[config.mk]
export PLATFORM = sky130hd
export DESIGN_NAME = nib_cpu
export DESIGN_NICKNAME = d
export VERILOG_FILES = /design/src/source/nib_pkg.sv /design/src/source/nib_cpu.sv /design/src/source/nib_control.sv /design/src/source/nib_regfile.sv /design/src/source/nib_alu.sv
export VERILOG_INCLUDE_DIRS = /design/src /design/src/include
export SDC_FILE = /design/constraint.sdc
export NUM_CORES = 1
export LEC_CHECK = 0
export BUFFER_PORTS_ARGS = -buffer_cell sky130_fd_sc_hd__buf_2
export CELL_PAD_IN_SITES_DETAIL_PLACEMENT = 1
export CELL_PAD_IN_SITES_GLOBAL_PLACEMENT = 1
export CORE_MARGIN = 1.5
export CORE_UTILIZATION = 54
export CTS_BUF_LIST = sky130_fd_sc_hd__clkbuf_4 sky130_fd_sc_hd__clkbuf_8
export CTS_CLUSTER_SIZE = 40
export DETAILED_ROUTE_END_ITERATION = 10
export PLACE_DENSITY = 0.95
export SYNTH_ARGS = -nofsm -noshare
export SYNTH_HDL_FRONTEND = slang
export SYNTH_SLANG_ARGS = --single-unit
[constraint.sdc]
create_clock -name clk -period 8.5 [get_ports clk]
set_input_delay 0.85 -clock clk [delete_from_list [all_inputs] [get_ports clk]]
set_output_delay 0.85 -clock clk [all_outputs]
set_load 0.05 [all_outputs]
[src/include/nib_defs.svh]
// Widths, register indices, opcodes and ALU mode codes of the nibble CPU.
// Opcodes 4, 6, 8, 14 and 15 have no define and execute as NOP.
`ifndef NIB_DEFS_SVH
`define NIB_DEFS_SVH

`define NIB_DATA_W     4
`define NIB_ADDR_W     11
`define NIB_INSTR_W    12  // Three nibbles
`define NIB_NREG       8

`define NIB_REG_FLAGS  3
`define NIB_REG_ADR0   4  // Address bits 3:0
`define NIB_REG_ADR1   5  // Address bits 7:4
`define NIB_REG_ADR2   6  // Only bits 2:0 reach the address

`define NIB_OP_MOV     4'd0
`define NIB_OP_STO     4'd1
`define NIB_OP_LD      4'd2
`define NIB_OP_ADD     4'd3
`define NIB_OP_SUB     4'd5
`define NIB_OP_SHLR    4'd7
`define NIB_OP_ANDOR   4'd9
`define NIB_OP_XOR     4'd10
`define NIB_OP_JMP     4'd11
`define NIB_OP_JNZ     4'd12
`define NIB_OP_JNC     4'd13  // Also JNB with option 10

`define NIB_ALU_ADD    3'd0
`define NIB_ALU_SUB    3'd1
`define NIB_ALU_AND    3'd2
`define NIB_ALU_OR     3'd3
`define NIB_ALU_XOR    3'd4
`define NIB_ALU_SHL    3'd5
`define NIB_ALU_SHR    3'd6

`endif
[src/source/nib_pkg.sv]
// Shared types of the nibble CPU.
// R3 is both a general register and the flag word, so it is read two ways.
`include "nib_defs.svh"

package nib_pkg;

	typedef union packed {
		logic [`NIB_DATA_W-1:0] raw;
		struct packed {
			logic reserved;  // Always written as 0
			logic zero;
			logic borrow;
			logic carry;
		} bits;
	} flags_u;

endpackage

[src/source/nib_cpu.sv]
// Nibble CPU top level: controller, register bank and ALU.
// rst_n is active high. The bus has no wait states; reads must be combinational.
`timescale 1ns/1ps
`include "nib_defs.svh"

module nib_cpu (
	input  logic                   clk,
	input  logic                   rst_n,
	input  logic [`NIB_DATA_W-1:0] bus_rdata_i,
	output logic [`NIB_ADDR_W-1:0] bus_addr_o,
	output logic                   bus_we_o,
	output logic [`NIB_DATA_W-1:0] bus_wdata_o
);

	import nib_pkg::*;

	logic [2:0]             rd_a_sel;
	logic [2:0]             rd_b_sel;
	logic [`NIB_DATA_W-1:0] rd_a;
	logic [`NIB_DATA_W-1:0] rd_b;
	logic                   wr_en;
	logic [2:0]             wr_sel;
	logic [`NIB_DATA_W-1:0] wr_data;
	logic                   flags_we;
	flags_u                 flags_d;
	flags_u                 flags;
	logic [`NIB_ADDR_W-1:0] mem_addr;
	logic [2:0]             alu_mode;
	logic [`NIB_DATA_W-1:0] alu_a;
	logic [`NIB_DATA_W-1:0] alu_b;
	logic [`NIB_DATA_W-1:0] alu_result;
	flags_u                 alu_flags;

	nib_control nib_control_inst (
		.clk          (clk),
		.rst_n        (rst_n),
		.bus_rdata_i  (bus_rdata_i),
		.bus_addr_o   (bus_addr_o),
		.bus_we_o     (bus_we_o),
		.bus_wdata_o  (bus_wdata_o),
		.rd_a_sel_o   (rd_a_sel),
		.rd_b_sel_o   (rd_b_sel),
		.rd_a_i       (rd_a),
		.rd_b_i       (rd_b),
		.wr_en_o      (wr_en),
		.wr_sel_o     (wr_sel),
		.wr_data_o    (wr_data),
		.flags_we_o   (flags_we),
		.flags_d_o    (flags_d),
		.flags_i      (flags),
		.mem_addr_i   (mem_addr),
		.alu_mode_o   (alu_mode),
		.alu_a_o      (alu_a),
		.alu_b_o      (alu_b),
		.alu_result_i (alu_result),
		.alu_flags_i  (alu_flags)
	);

	nib_regfile nib_regfile_inst (
		.clk        (clk),
		.rst_n      (rst_n),
		.rd_a_sel_i (rd_a_sel),
		.rd_b_sel_i (rd_b_sel),
		.rd_a_o     (rd_a),
		.rd_b_o     (rd_b),
		.wr_en_i    (wr_en),
		.wr_sel_i   (wr_sel),
		.wr_data_i  (wr_data),
		.flags_we_i (flags_we),
		.flags_d_i  (flags_d),
		.flags_o    (flags),
		.mem_addr_o (mem_addr)
	);

	nib_alu nib_alu_inst (
		.alu_mode_i (alu_mode),
		.a_i        (alu_a),
		.b_i        (alu_b),
		.result_o   (alu_result),
		.flags_o    (alu_flags)
	);

endmodule

[src/source/nib_control.sv]
// Fetch and execute sequencer of the nibble CPU.
// Three fetch cycles, then one execute cycle; MOV immediate adds one fetch.
// Memory must answer reads in the same cycle; writes land on the rising edge.
// rst_n is active high and synchronous.
// Jumps go to R6[2:0]:R5:R4 and ignore the third instruction nibble.
`timescale 1ns/1ps
`include "nib_defs.svh"

module nib_control (
	input  logic                   clk,
	input  logic                   rst_n,
	input  logic [`NIB_DATA_W-1:0] bus_rdata_i,
	output logic [`NIB_ADDR_W-1:0] bus_addr_o,
	output logic                   bus_we_o,
	output logic [`NIB_DATA_W-1:0] bus_wdata_o,
	output logic [2:0]             rd_a_sel_o,
	output logic [2:0]             rd_b_sel_o,
	input  logic [`NIB_DATA_W-1:0] rd_a_i,
	input  logic [`NIB_DATA_W-1:0] rd_b_i,
	output logic                   wr_en_o,
	output logic [2:0]             wr_sel_o,
	output logic [`NIB_DATA_W-1:0] wr_data_o,
	output logic                   flags_we_o,
	output nib_pkg::flags_u        flags_d_o,
	input  nib_pkg::flags_u        flags_i,
	input  logic [`NIB_ADDR_W-1:0] mem_addr_i,
	output logic [2:0]             alu_mode_o,
	output logic [`NIB_DATA_W-1:0] alu_a_o,
	output logic [`NIB_DATA_W-1:0] alu_b_o,
	input  logic [`NIB_DATA_W-1:0] alu_result_i,
	input  nib_pkg::flags_u        alu_flags_i
);

	localparam logic [2:0] S_FETCH0 = 3'd0;
	localparam logic [2:0] S_FETCH1 = 3'd1;
	localparam logic [2:0] S_FETCH2 = 3'd2;
	localparam logic [2:0] S_IMM    = 3'd3;
	localparam logic [2:0] S_EXEC   = 3'd4;

	logic [2:0]              state_q;
	logic [`NIB_ADDR_W-1:0]  pc_q;
	logic [`NIB_INSTR_W-1:0] instr_q;

	logic [3:0] opcode;
	logic [1:0] option;
	logic [2:0] arg1;
	logic [2:0] arg2;

	logic in_exec;
	logic is_imm;
	logic is_mem;
	logic jump_taken;

	assign opcode = instr_q[11:8];
	assign option = instr_q[7:6];
	assign arg1   = instr_q[5:3];
	assign arg2   = instr_q[2:0];

	assign in_exec = (state_q == S_EXEC);
	assign is_imm  = (opcode == `NIB_OP_MOV) && (option == 2'b01);
	assign is_mem  = (opcode == `NIB_OP_LD) || (opcode == `NIB_OP_STO);

	// Bus: PC during fetch, R6:R5:R4 for LD and STO in execute
	assign bus_addr_o  = (in_exec && is_mem) ? mem_addr_i : pc_q;
	assign bus_we_o    = in_exec && (opcode == `NIB_OP_STO);
	assign bus_wdata_o = rd_b_i;  // R[arg2]

	assign rd_a_sel_o = arg1;
	assign rd_b_sel_o = arg2;

	assign alu_a_o   = (opcode == `NIB_OP_SHLR) ? rd_b_i : rd_a_i;  // Shifts work on R[arg2]
	assign alu_b_o   = rd_b_i;
	assign flags_d_o = alu_flags_i;

	always_comb begin
		case (opcode)
			`NIB_OP_SUB:   alu_mode_o = `NIB_ALU_SUB;
			`NIB_OP_SHLR:  alu_mode_o = (option == 2'b01) ? `NIB_ALU_SHR : `NIB_ALU_SHL;
			`NIB_OP_ANDOR: alu_mode_o = option[1] ? `NIB_ALU_OR : `NIB_ALU_AND;
			`NIB_OP_XOR:   alu_mode_o = `NIB_ALU_XOR;
			default:       alu_mode_o = `NIB_ALU_ADD;
		endcase
	end

	always_comb begin
		case (opcode)
			`NIB_OP_JMP: jump_taken = 1'b1;
			`NIB_OP_JNZ: jump_taken = !flags_i.bits.zero;
			`NIB_OP_JNC: jump_taken = option[1] ? !flags_i.bits.borrow : !flags_i.bits.carry;
			default:     jump_taken = 1'b0;
		endcase
	end

	// Register write port
	always_comb begin
		wr_en_o    = 1'b0;
		wr_sel_o   = arg2;
		wr_data_o  = rd_a_i;
		flags_we_o = 1'b0;
		if (state_q == S_IMM) begin
			wr_en_o   = 1'b1;
			wr_data_o = bus_rdata_i;  // Immediate nibble
		end else if (in_exec) begin
			case (opcode)
				`NIB_OP_MOV: wr_en_o = !is_imm;  // Immediate already written
				`NIB_OP_LD: begin
					wr_en_o   = 1'b1;
					wr_data_o = bus_rdata_i;
				end
				`NIB_OP_ADD, `NIB_OP_SUB, `NIB_OP_ANDOR, `NIB_OP_XOR: begin
					wr_en_o    = 1'b1;
					wr_sel_o   = arg1;
					wr_data_o  = alu_result_i;
					flags_we_o = 1'b1;
				end
				`NIB_OP_SHLR: begin
					wr_en_o    = 1'b1;
					wr_data_o  = alu_result_i;
					flags_we_o = 1'b1;
				end
				default: wr_en_o = 1'b0;
			endcase
		end
	end

	always_ff @(posedge clk) begin
		if (rst_n) begin
			state_q <= S_FETCH0;
			pc_q    <= '0;
			instr_q <= '0;
		end else begin
			case (state_q)
				S_FETCH0: begin
					instr_q[11:8] <= bus_rdata_i;
					pc_q          <= pc_q + 1'b1;
					state_q       <= S_FETCH1;
				end
				S_FETCH1: begin
					instr_q[7:4] <= bus_rdata_i;
					pc_q         <= pc_q + 1'b1;
					state_q      <= S_FETCH2;
				end
				S_FETCH2: begin
					instr_q[3:0] <= bus_rdata_i;
					pc_q         <= pc_q + 1'b1;
					state_q      <= is_imm ? S_IMM : S_EXEC;  // Option came in with nibble 1
				end
				S_IMM: begin
					pc_q    <= pc_q + 1'b1;
					state_q <= S_EXEC;
				end
				S_EXEC: begin
					if (jump_taken) begin
						pc_q <= mem_addr_i;
					end
					state_q <= S_FETCH0;
				end
				default: state_q <= S_FETCH0;
			endcase
		end
	end

endmodule

[src/source/nib_regfile.sv]
// Eight 4-bit registers with two combinational read ports and one write port.
// rst_n is active high: all registers clear while it is 1.
// R3 doubles as the flag word; a flag write beats a data write to R3.
// mem_addr_o is R6[2:0]:R5:R4, used for LD, STO and jumps.
`timescale 1ns/1ps
`include "nib_defs.svh"

module nib_regfile (
	input  logic                   clk,
	input  logic                   rst_n,
	input  logic [2:0]             rd_a_sel_i,
	input  logic [2:0]             rd_b_sel_i,
	output logic [`NIB_DATA_W-1:0] rd_a_o,
	output logic [`NIB_DATA_W-1:0] rd_b_o,
	input  logic                   wr_en_i,
	input  logic [2:0]             wr_sel_i,
	input  logic [`NIB_DATA_W-1:0] wr_data_i,
	input  logic                   flags_we_i,
	input  nib_pkg::flags_u        flags_d_i,
	output nib_pkg::flags_u        flags_o,
	output logic [`NIB_ADDR_W-1:0] mem_addr_o
);

	logic [`NIB_DATA_W-1:0] regs [`NIB_NREG];

	always_ff @(posedge clk) begin
		if (rst_n) begin
			for (int i = 0; i < `NIB_NREG; i++) begin
				regs[i] <= '0;
			end
		end else begin
			if (wr_en_i) begin
				regs[wr_sel_i] <= wr_data_i;
			end
			if (flags_we_i) begin
				regs[`NIB_REG_FLAGS] <= flags_d_i.raw;  // Last assignment wins
			end
		end
	end

	assign rd_a_o = regs[rd_a_sel_i];
	assign rd_b_o = regs[rd_b_sel_i];

	assign flags_o.raw = regs[`NIB_REG_FLAGS];

	assign mem_addr_o = {
		regs[`NIB_REG_ADR2][`NIB_ADDR_W-2*`NIB_DATA_W-1:0],
		regs[`NIB_REG_ADR1],
		regs[`NIB_REG_ADR0]
	};

endmodule

[src/source/nib_alu.sv]
// Combinational 4-bit ALU, no carry or borrow input.
// Shifts act on a_i only and fill with 0. Unnamed flag bits are 0.
`timescale 1ns/1ps
`include "nib_defs.svh"

module nib_alu (
	input  logic [2:0]             alu_mode_i,
	input  logic [`NIB_DATA_W-1:0] a_i,
	input  logic [`NIB_DATA_W-1:0] b_i,
	output logic [`NIB_DATA_W-1:0] result_o,
	output nib_pkg::flags_u        flags_o
);

	import nib_pkg::*;

	logic [`NIB_DATA_W:0]   sum;
	logic [`NIB_DATA_W-1:0] res;
	flags_u                 flg;

	assign sum = {1'b0, a_i} + {1'b0, b_i};

	always_comb begin
		res = '0;
		flg.raw = '0;
		case (alu_mode_i)
			`NIB_ALU_ADD: begin
				res = sum[`NIB_DATA_W-1:0];
				flg.bits.carry = sum[`NIB_DATA_W];
			end
			`NIB_ALU_SUB: begin
				res = a_i - b_i;
				flg.bits.borrow = (a_i < b_i);
			end
			`NIB_ALU_AND: res = a_i & b_i;
			`NIB_ALU_OR:  res = a_i | b_i;
			`NIB_ALU_XOR: res = a_i ^ b_i;
			`NIB_ALU_SHL: begin
				res = {a_i[`NIB_DATA_W-2:0], 1'b0};
				flg.bits.carry = a_i[`NIB_DATA_W-1];  // Bit shifted out
			end
			`NIB_ALU_SHR: begin
				res = {1'b0, a_i[`NIB_DATA_W-1:1]};
				flg.bits.carry = a_i[0];
			end
			default: res = '0;
		endcase
		flg.bits.zero = (res == '0);
	end

	assign result_o = res;
	assign flags_o  = flg;

endmodule

==> key figures <==
Yosys
  – Yosys reg bits: 61
  – Count of cell types in the netlist: 76
  – Ys async rst share: 0%
  – YS warnings: 0
  – Register area share after synthesis: 36.0%
  – Synth Net Count: 466
  – Number of synthesized flops with an enable pin: 32
  – Synth Area per Inst: 9.62 um2
  – Synth Instances: 445
  – Top_reg_cell synth: edfxtp_1
  – Mapped cell area: 4280 um2

Timing
  – # setup viols final: 0
  – RSZ-0062 raised after global routing: no
  – TNS Setup: 0 ns
  – Final Cycle Share: 52.5%
  – Pins Over Slew Limit: 0
  – Max-slew headroom: 29.7%
  – Worst clock skew: 0.0158 ns
  – Fin. Hold Viols: 0
  – Max Clk Rate: 224 MHz
  – Worst Tran Pin Value: 1.05 ns
  – Final min period: 4.47 ns
  – Hold_ws: 0.491 ns

Critical path
  – Worst r2r path cells: 12
  – Critical path buffer and inverter count: 1
  – Worst Path Arrival: 4.54 ns
  – CP top delay family: compound AO/OA/AOI/OAI gates
  – CP max stage cell: dfxtp_1
  – Max incr delay on CP: 0.69 ns
  – CP Max Fanout: 10
  – FF-to-FF End: nib_regfile_inst.regs[0][2]
  – Register-to-register setup slack: 4.03 ns
  – Worst Path Class, Setup: reg -> reg
  – Critical Path RT: 8.57 ns
  – Crit-path cells: mux2i_1 > mux4_2 > inv_1 > nor2_1 > a21o_1 > fa_1 > nor2b_1 > o21ai_0 > a31o_2 > a221o_1 > a221oi_2 > nor2_1
  – Cell repeated most along the worst path: nor2_1
  – CP Capture Type: register
  – Critical Path Start Type: register

Layout
  – Nets: 472
  – Commonest non-fill, non-tap cell in the layout: nor2_1
  – Layout cell share with drive strength beyond 1: 18.2%
  – Post-layout util: 59.8%
  – Layout area overhead: 7.34%
  – Inserted Diodes: 0
  – Commonest non-fill, non-tap cells in the layout: nor2_1 (53), nand2_1 (38), a21oi_1 (35)
  – Final non-filler cell total: 558

Global route
  – Layer with the highest usage: met2
  – Vias in the first global route: 3,996
  – M2 GR Usage: 59.4%
  – Antenna violations before repair: 0
  – Met1 usage: 43.8%
  – First-pass GRT wire length: 22.5 mm
  – Grt ovf: 0
  – All-Layer GR Usage: 35.4%
  – Largest net degree at the start of global routing: 37
  – Met3 Use GR: 6.47%

Detailed routing
  – Total wire length: 14.2 mm
  – DR DRC count: 0
  – DR iter-0 viols: 453
  – Vias per cell: 6.94
  – Total number of vias: 3,875
  – Drt wl/cell: 25.5 um
  – Pre-antenna DRT Iters: 5
  – ANT nets after route: 0

Worst hold path
  – Hold path start: nib_control_inst.instr_q[6]
  – Hold Crit Depth: 2
  – WHS Endpoint: nib_control_inst.instr_q[6]
  – Hold Path Class: reg -> reg

CTS
  – CTS tree: done
  – Root Buffer: clkbuf_8
  – Clock buffer depth: 2
  – Clk sinks: 61
  – Clock H-tree levels: 3
  – Post-CTS sizing: 0
  – CTS clk-pin slew, worst paths: 0.08 ns
  – Clock Latency Late Sink: 0.36 ns
  – Cts bufs inserted: 9
  – CTS Hold Buffers Added: 0
  – Postcts setup bufs: 0

Pwr
  – Pleak: 1.65 nW
  – Power Density: 186 nW/um2
  – VDD IR max: 157 uV
  – PnR Total Power: 0.852 mW

Floorplan
  – Full die area: 8470 um2
  – Starting Density: 55.7%
  – Row Count: 32
  – IO Pins: 22
  – Die height: 92.0 um
  – Core ar.: 7690 um2
  – Die width: 92.0 um

Placed design
  – Hpwl dp: 9.95 mm
  – RePlAce Congestion: 0.943
  – Port Buffers: 21
  – Placed insts: 542

Run
  – Max cap viols: 0

Status
  – Status: completed
report_power, final:
part / internal, mW / switching [mW]
clock network: 0.166 / 0.132
registers: 0.324 / 0.0323
logic: 0.0739 / 0.124
per-layer routing:
layer  routed length (um)  part of all wire [%]
met5                    0                     0
met4                  656                   4.6
met3                 1040                   7.3
met2                 6900                    48
met1                 5630                    40
kinds of logic after synthesis:
group / synth area share (%)
and+or+nand+nor: 19.3
muxes: 16.7
xor gates and xnor gates: 0.819
DFF: 36.0
buffers and inverters: 4.88
AOI/OAI and AO/OA: 17.6
adders and majority gates: 4.74
final cells by class:
type | instances | area [um2]
clock inverters | 7 | 98.8
fillers | 889 | 3090
multi-input cells | 341 | 2530
inverters | 16 | 60.1
repair buffers | 22 | 113
well taps | 102 | 128
flip-flops and latches | 61 | 1540
clock buffers | 9 | 124
cells in the mapped netlist, drive strengths merged (2+ instances only):
| master | number | area [um2] |
|---|---|---|
| a211oi | 2 | 15.0 |
| nor2b | 3 | 18.8 |
| nand4 | 4 | 25.0 |
| and2 | 6 | 38.8 |
| a221oi | 2 | 23.8 |
| edfxtp | 32 | 961 |
| mux2 | 14 | 158 |
| or3 | 2 | 17.5 |
| o31ai | 4 | 43.8 |
| o21a | 2 | 15.0 |
| or4 | 2 | 15.0 |
| inv | 16 | 60.1 |
| a31oi | 2 | 12.5 |
| a311oi | 2 | 17.5 |
| nor4bb | 3 | 30.0 |
| o32ai | 5 | 51.3 |
| o21ai | 30 | 150 |
| nor3 | 4 | 20.0 |
| or3b | 2 | 17.5 |
| nand2 | 38 | 143 |
| nor3b | 4 | 30.0 |
| nand2b | 19 | 119 |
| xor2 | 2 | 17.5 |
| a221o | 2 | 21.3 |
| fa | 2 | 40.0 |
| o211ai | 5 | 37.5 |
| ha | 13 | 163 |
| dfxtp | 29 | 581 |
| o21bai | 2 | 15.0 |
| a21o | 3 | 25.0 |
| nand3b | 2 | 15.0 |
| mux4 | 15 | 353 |
| or2 | 3 | 18.8 |
| xnor2 | 2 | 17.5 |
| and3 | 2 | 12.5 |
| buf | 12 | 72.6 |
| a21oi | 36 | 184 |
| nand3 | 10 | 50.1 |
| nor2 | 53 | 199 |
| mux2i | 19 | 203 |
| clkbuf | 15 | 76.3 |
| nand4bb | 2 | 22.5 |
worst reg2reg max path, stage by stage (launching register included):
cell      delay (ns)
dfxtp_1         0.69
mux2i_1         0.24
mux4_2          0.62
inv_1           0.17
nor2_1          0.06
a21o_1          0.25
fa_1            0.45
nor2b_1         0.22
o21ai_0         0.14
a31o_2          0.30
a221o_1         0.31
a221oi_2        0.62
nor2_1          0.11
metrics by stage:
step	instance area, um2	setup WS (ns)
after floorplan	4280	4.75
after global placement	4370	4.39
after detailed placement	4370	4.11
after CTS	4590	4.03
after global routing	4590	3.88
final	4590	4.03
state kept, by name, indices dropped and copies added (netlist names), named ones only:
name                      flops
nib_control_inst.pc_q        11
nib_regfile_inst.regs        32
nib_control_inst.instr_q     12
nib_control_inst.state_q      3
how the worst max path moves through the flow:
stage | endpoint | slack, ns | from | cells after the start
final | nib_regfile_inst.regs[0][2] | 4.03 | register | 12
after global routing | nib_regfile_inst.regs[0][2] | 3.88 | register | 12
after CTS | nib_regfile_inst.regs[6][2] | 4.03 | register | 12
after detailed placement | nib_regfile_inst.regs[6][2] | 4.11 | register | 12
after global placement | nib_regfile_inst.regs[5][2] | 4.39 | register | 10
after floorplan | nib_regfile_inst.regs[3][2] | 4.75 | register | 11
(Power assumes the default switching activity.)
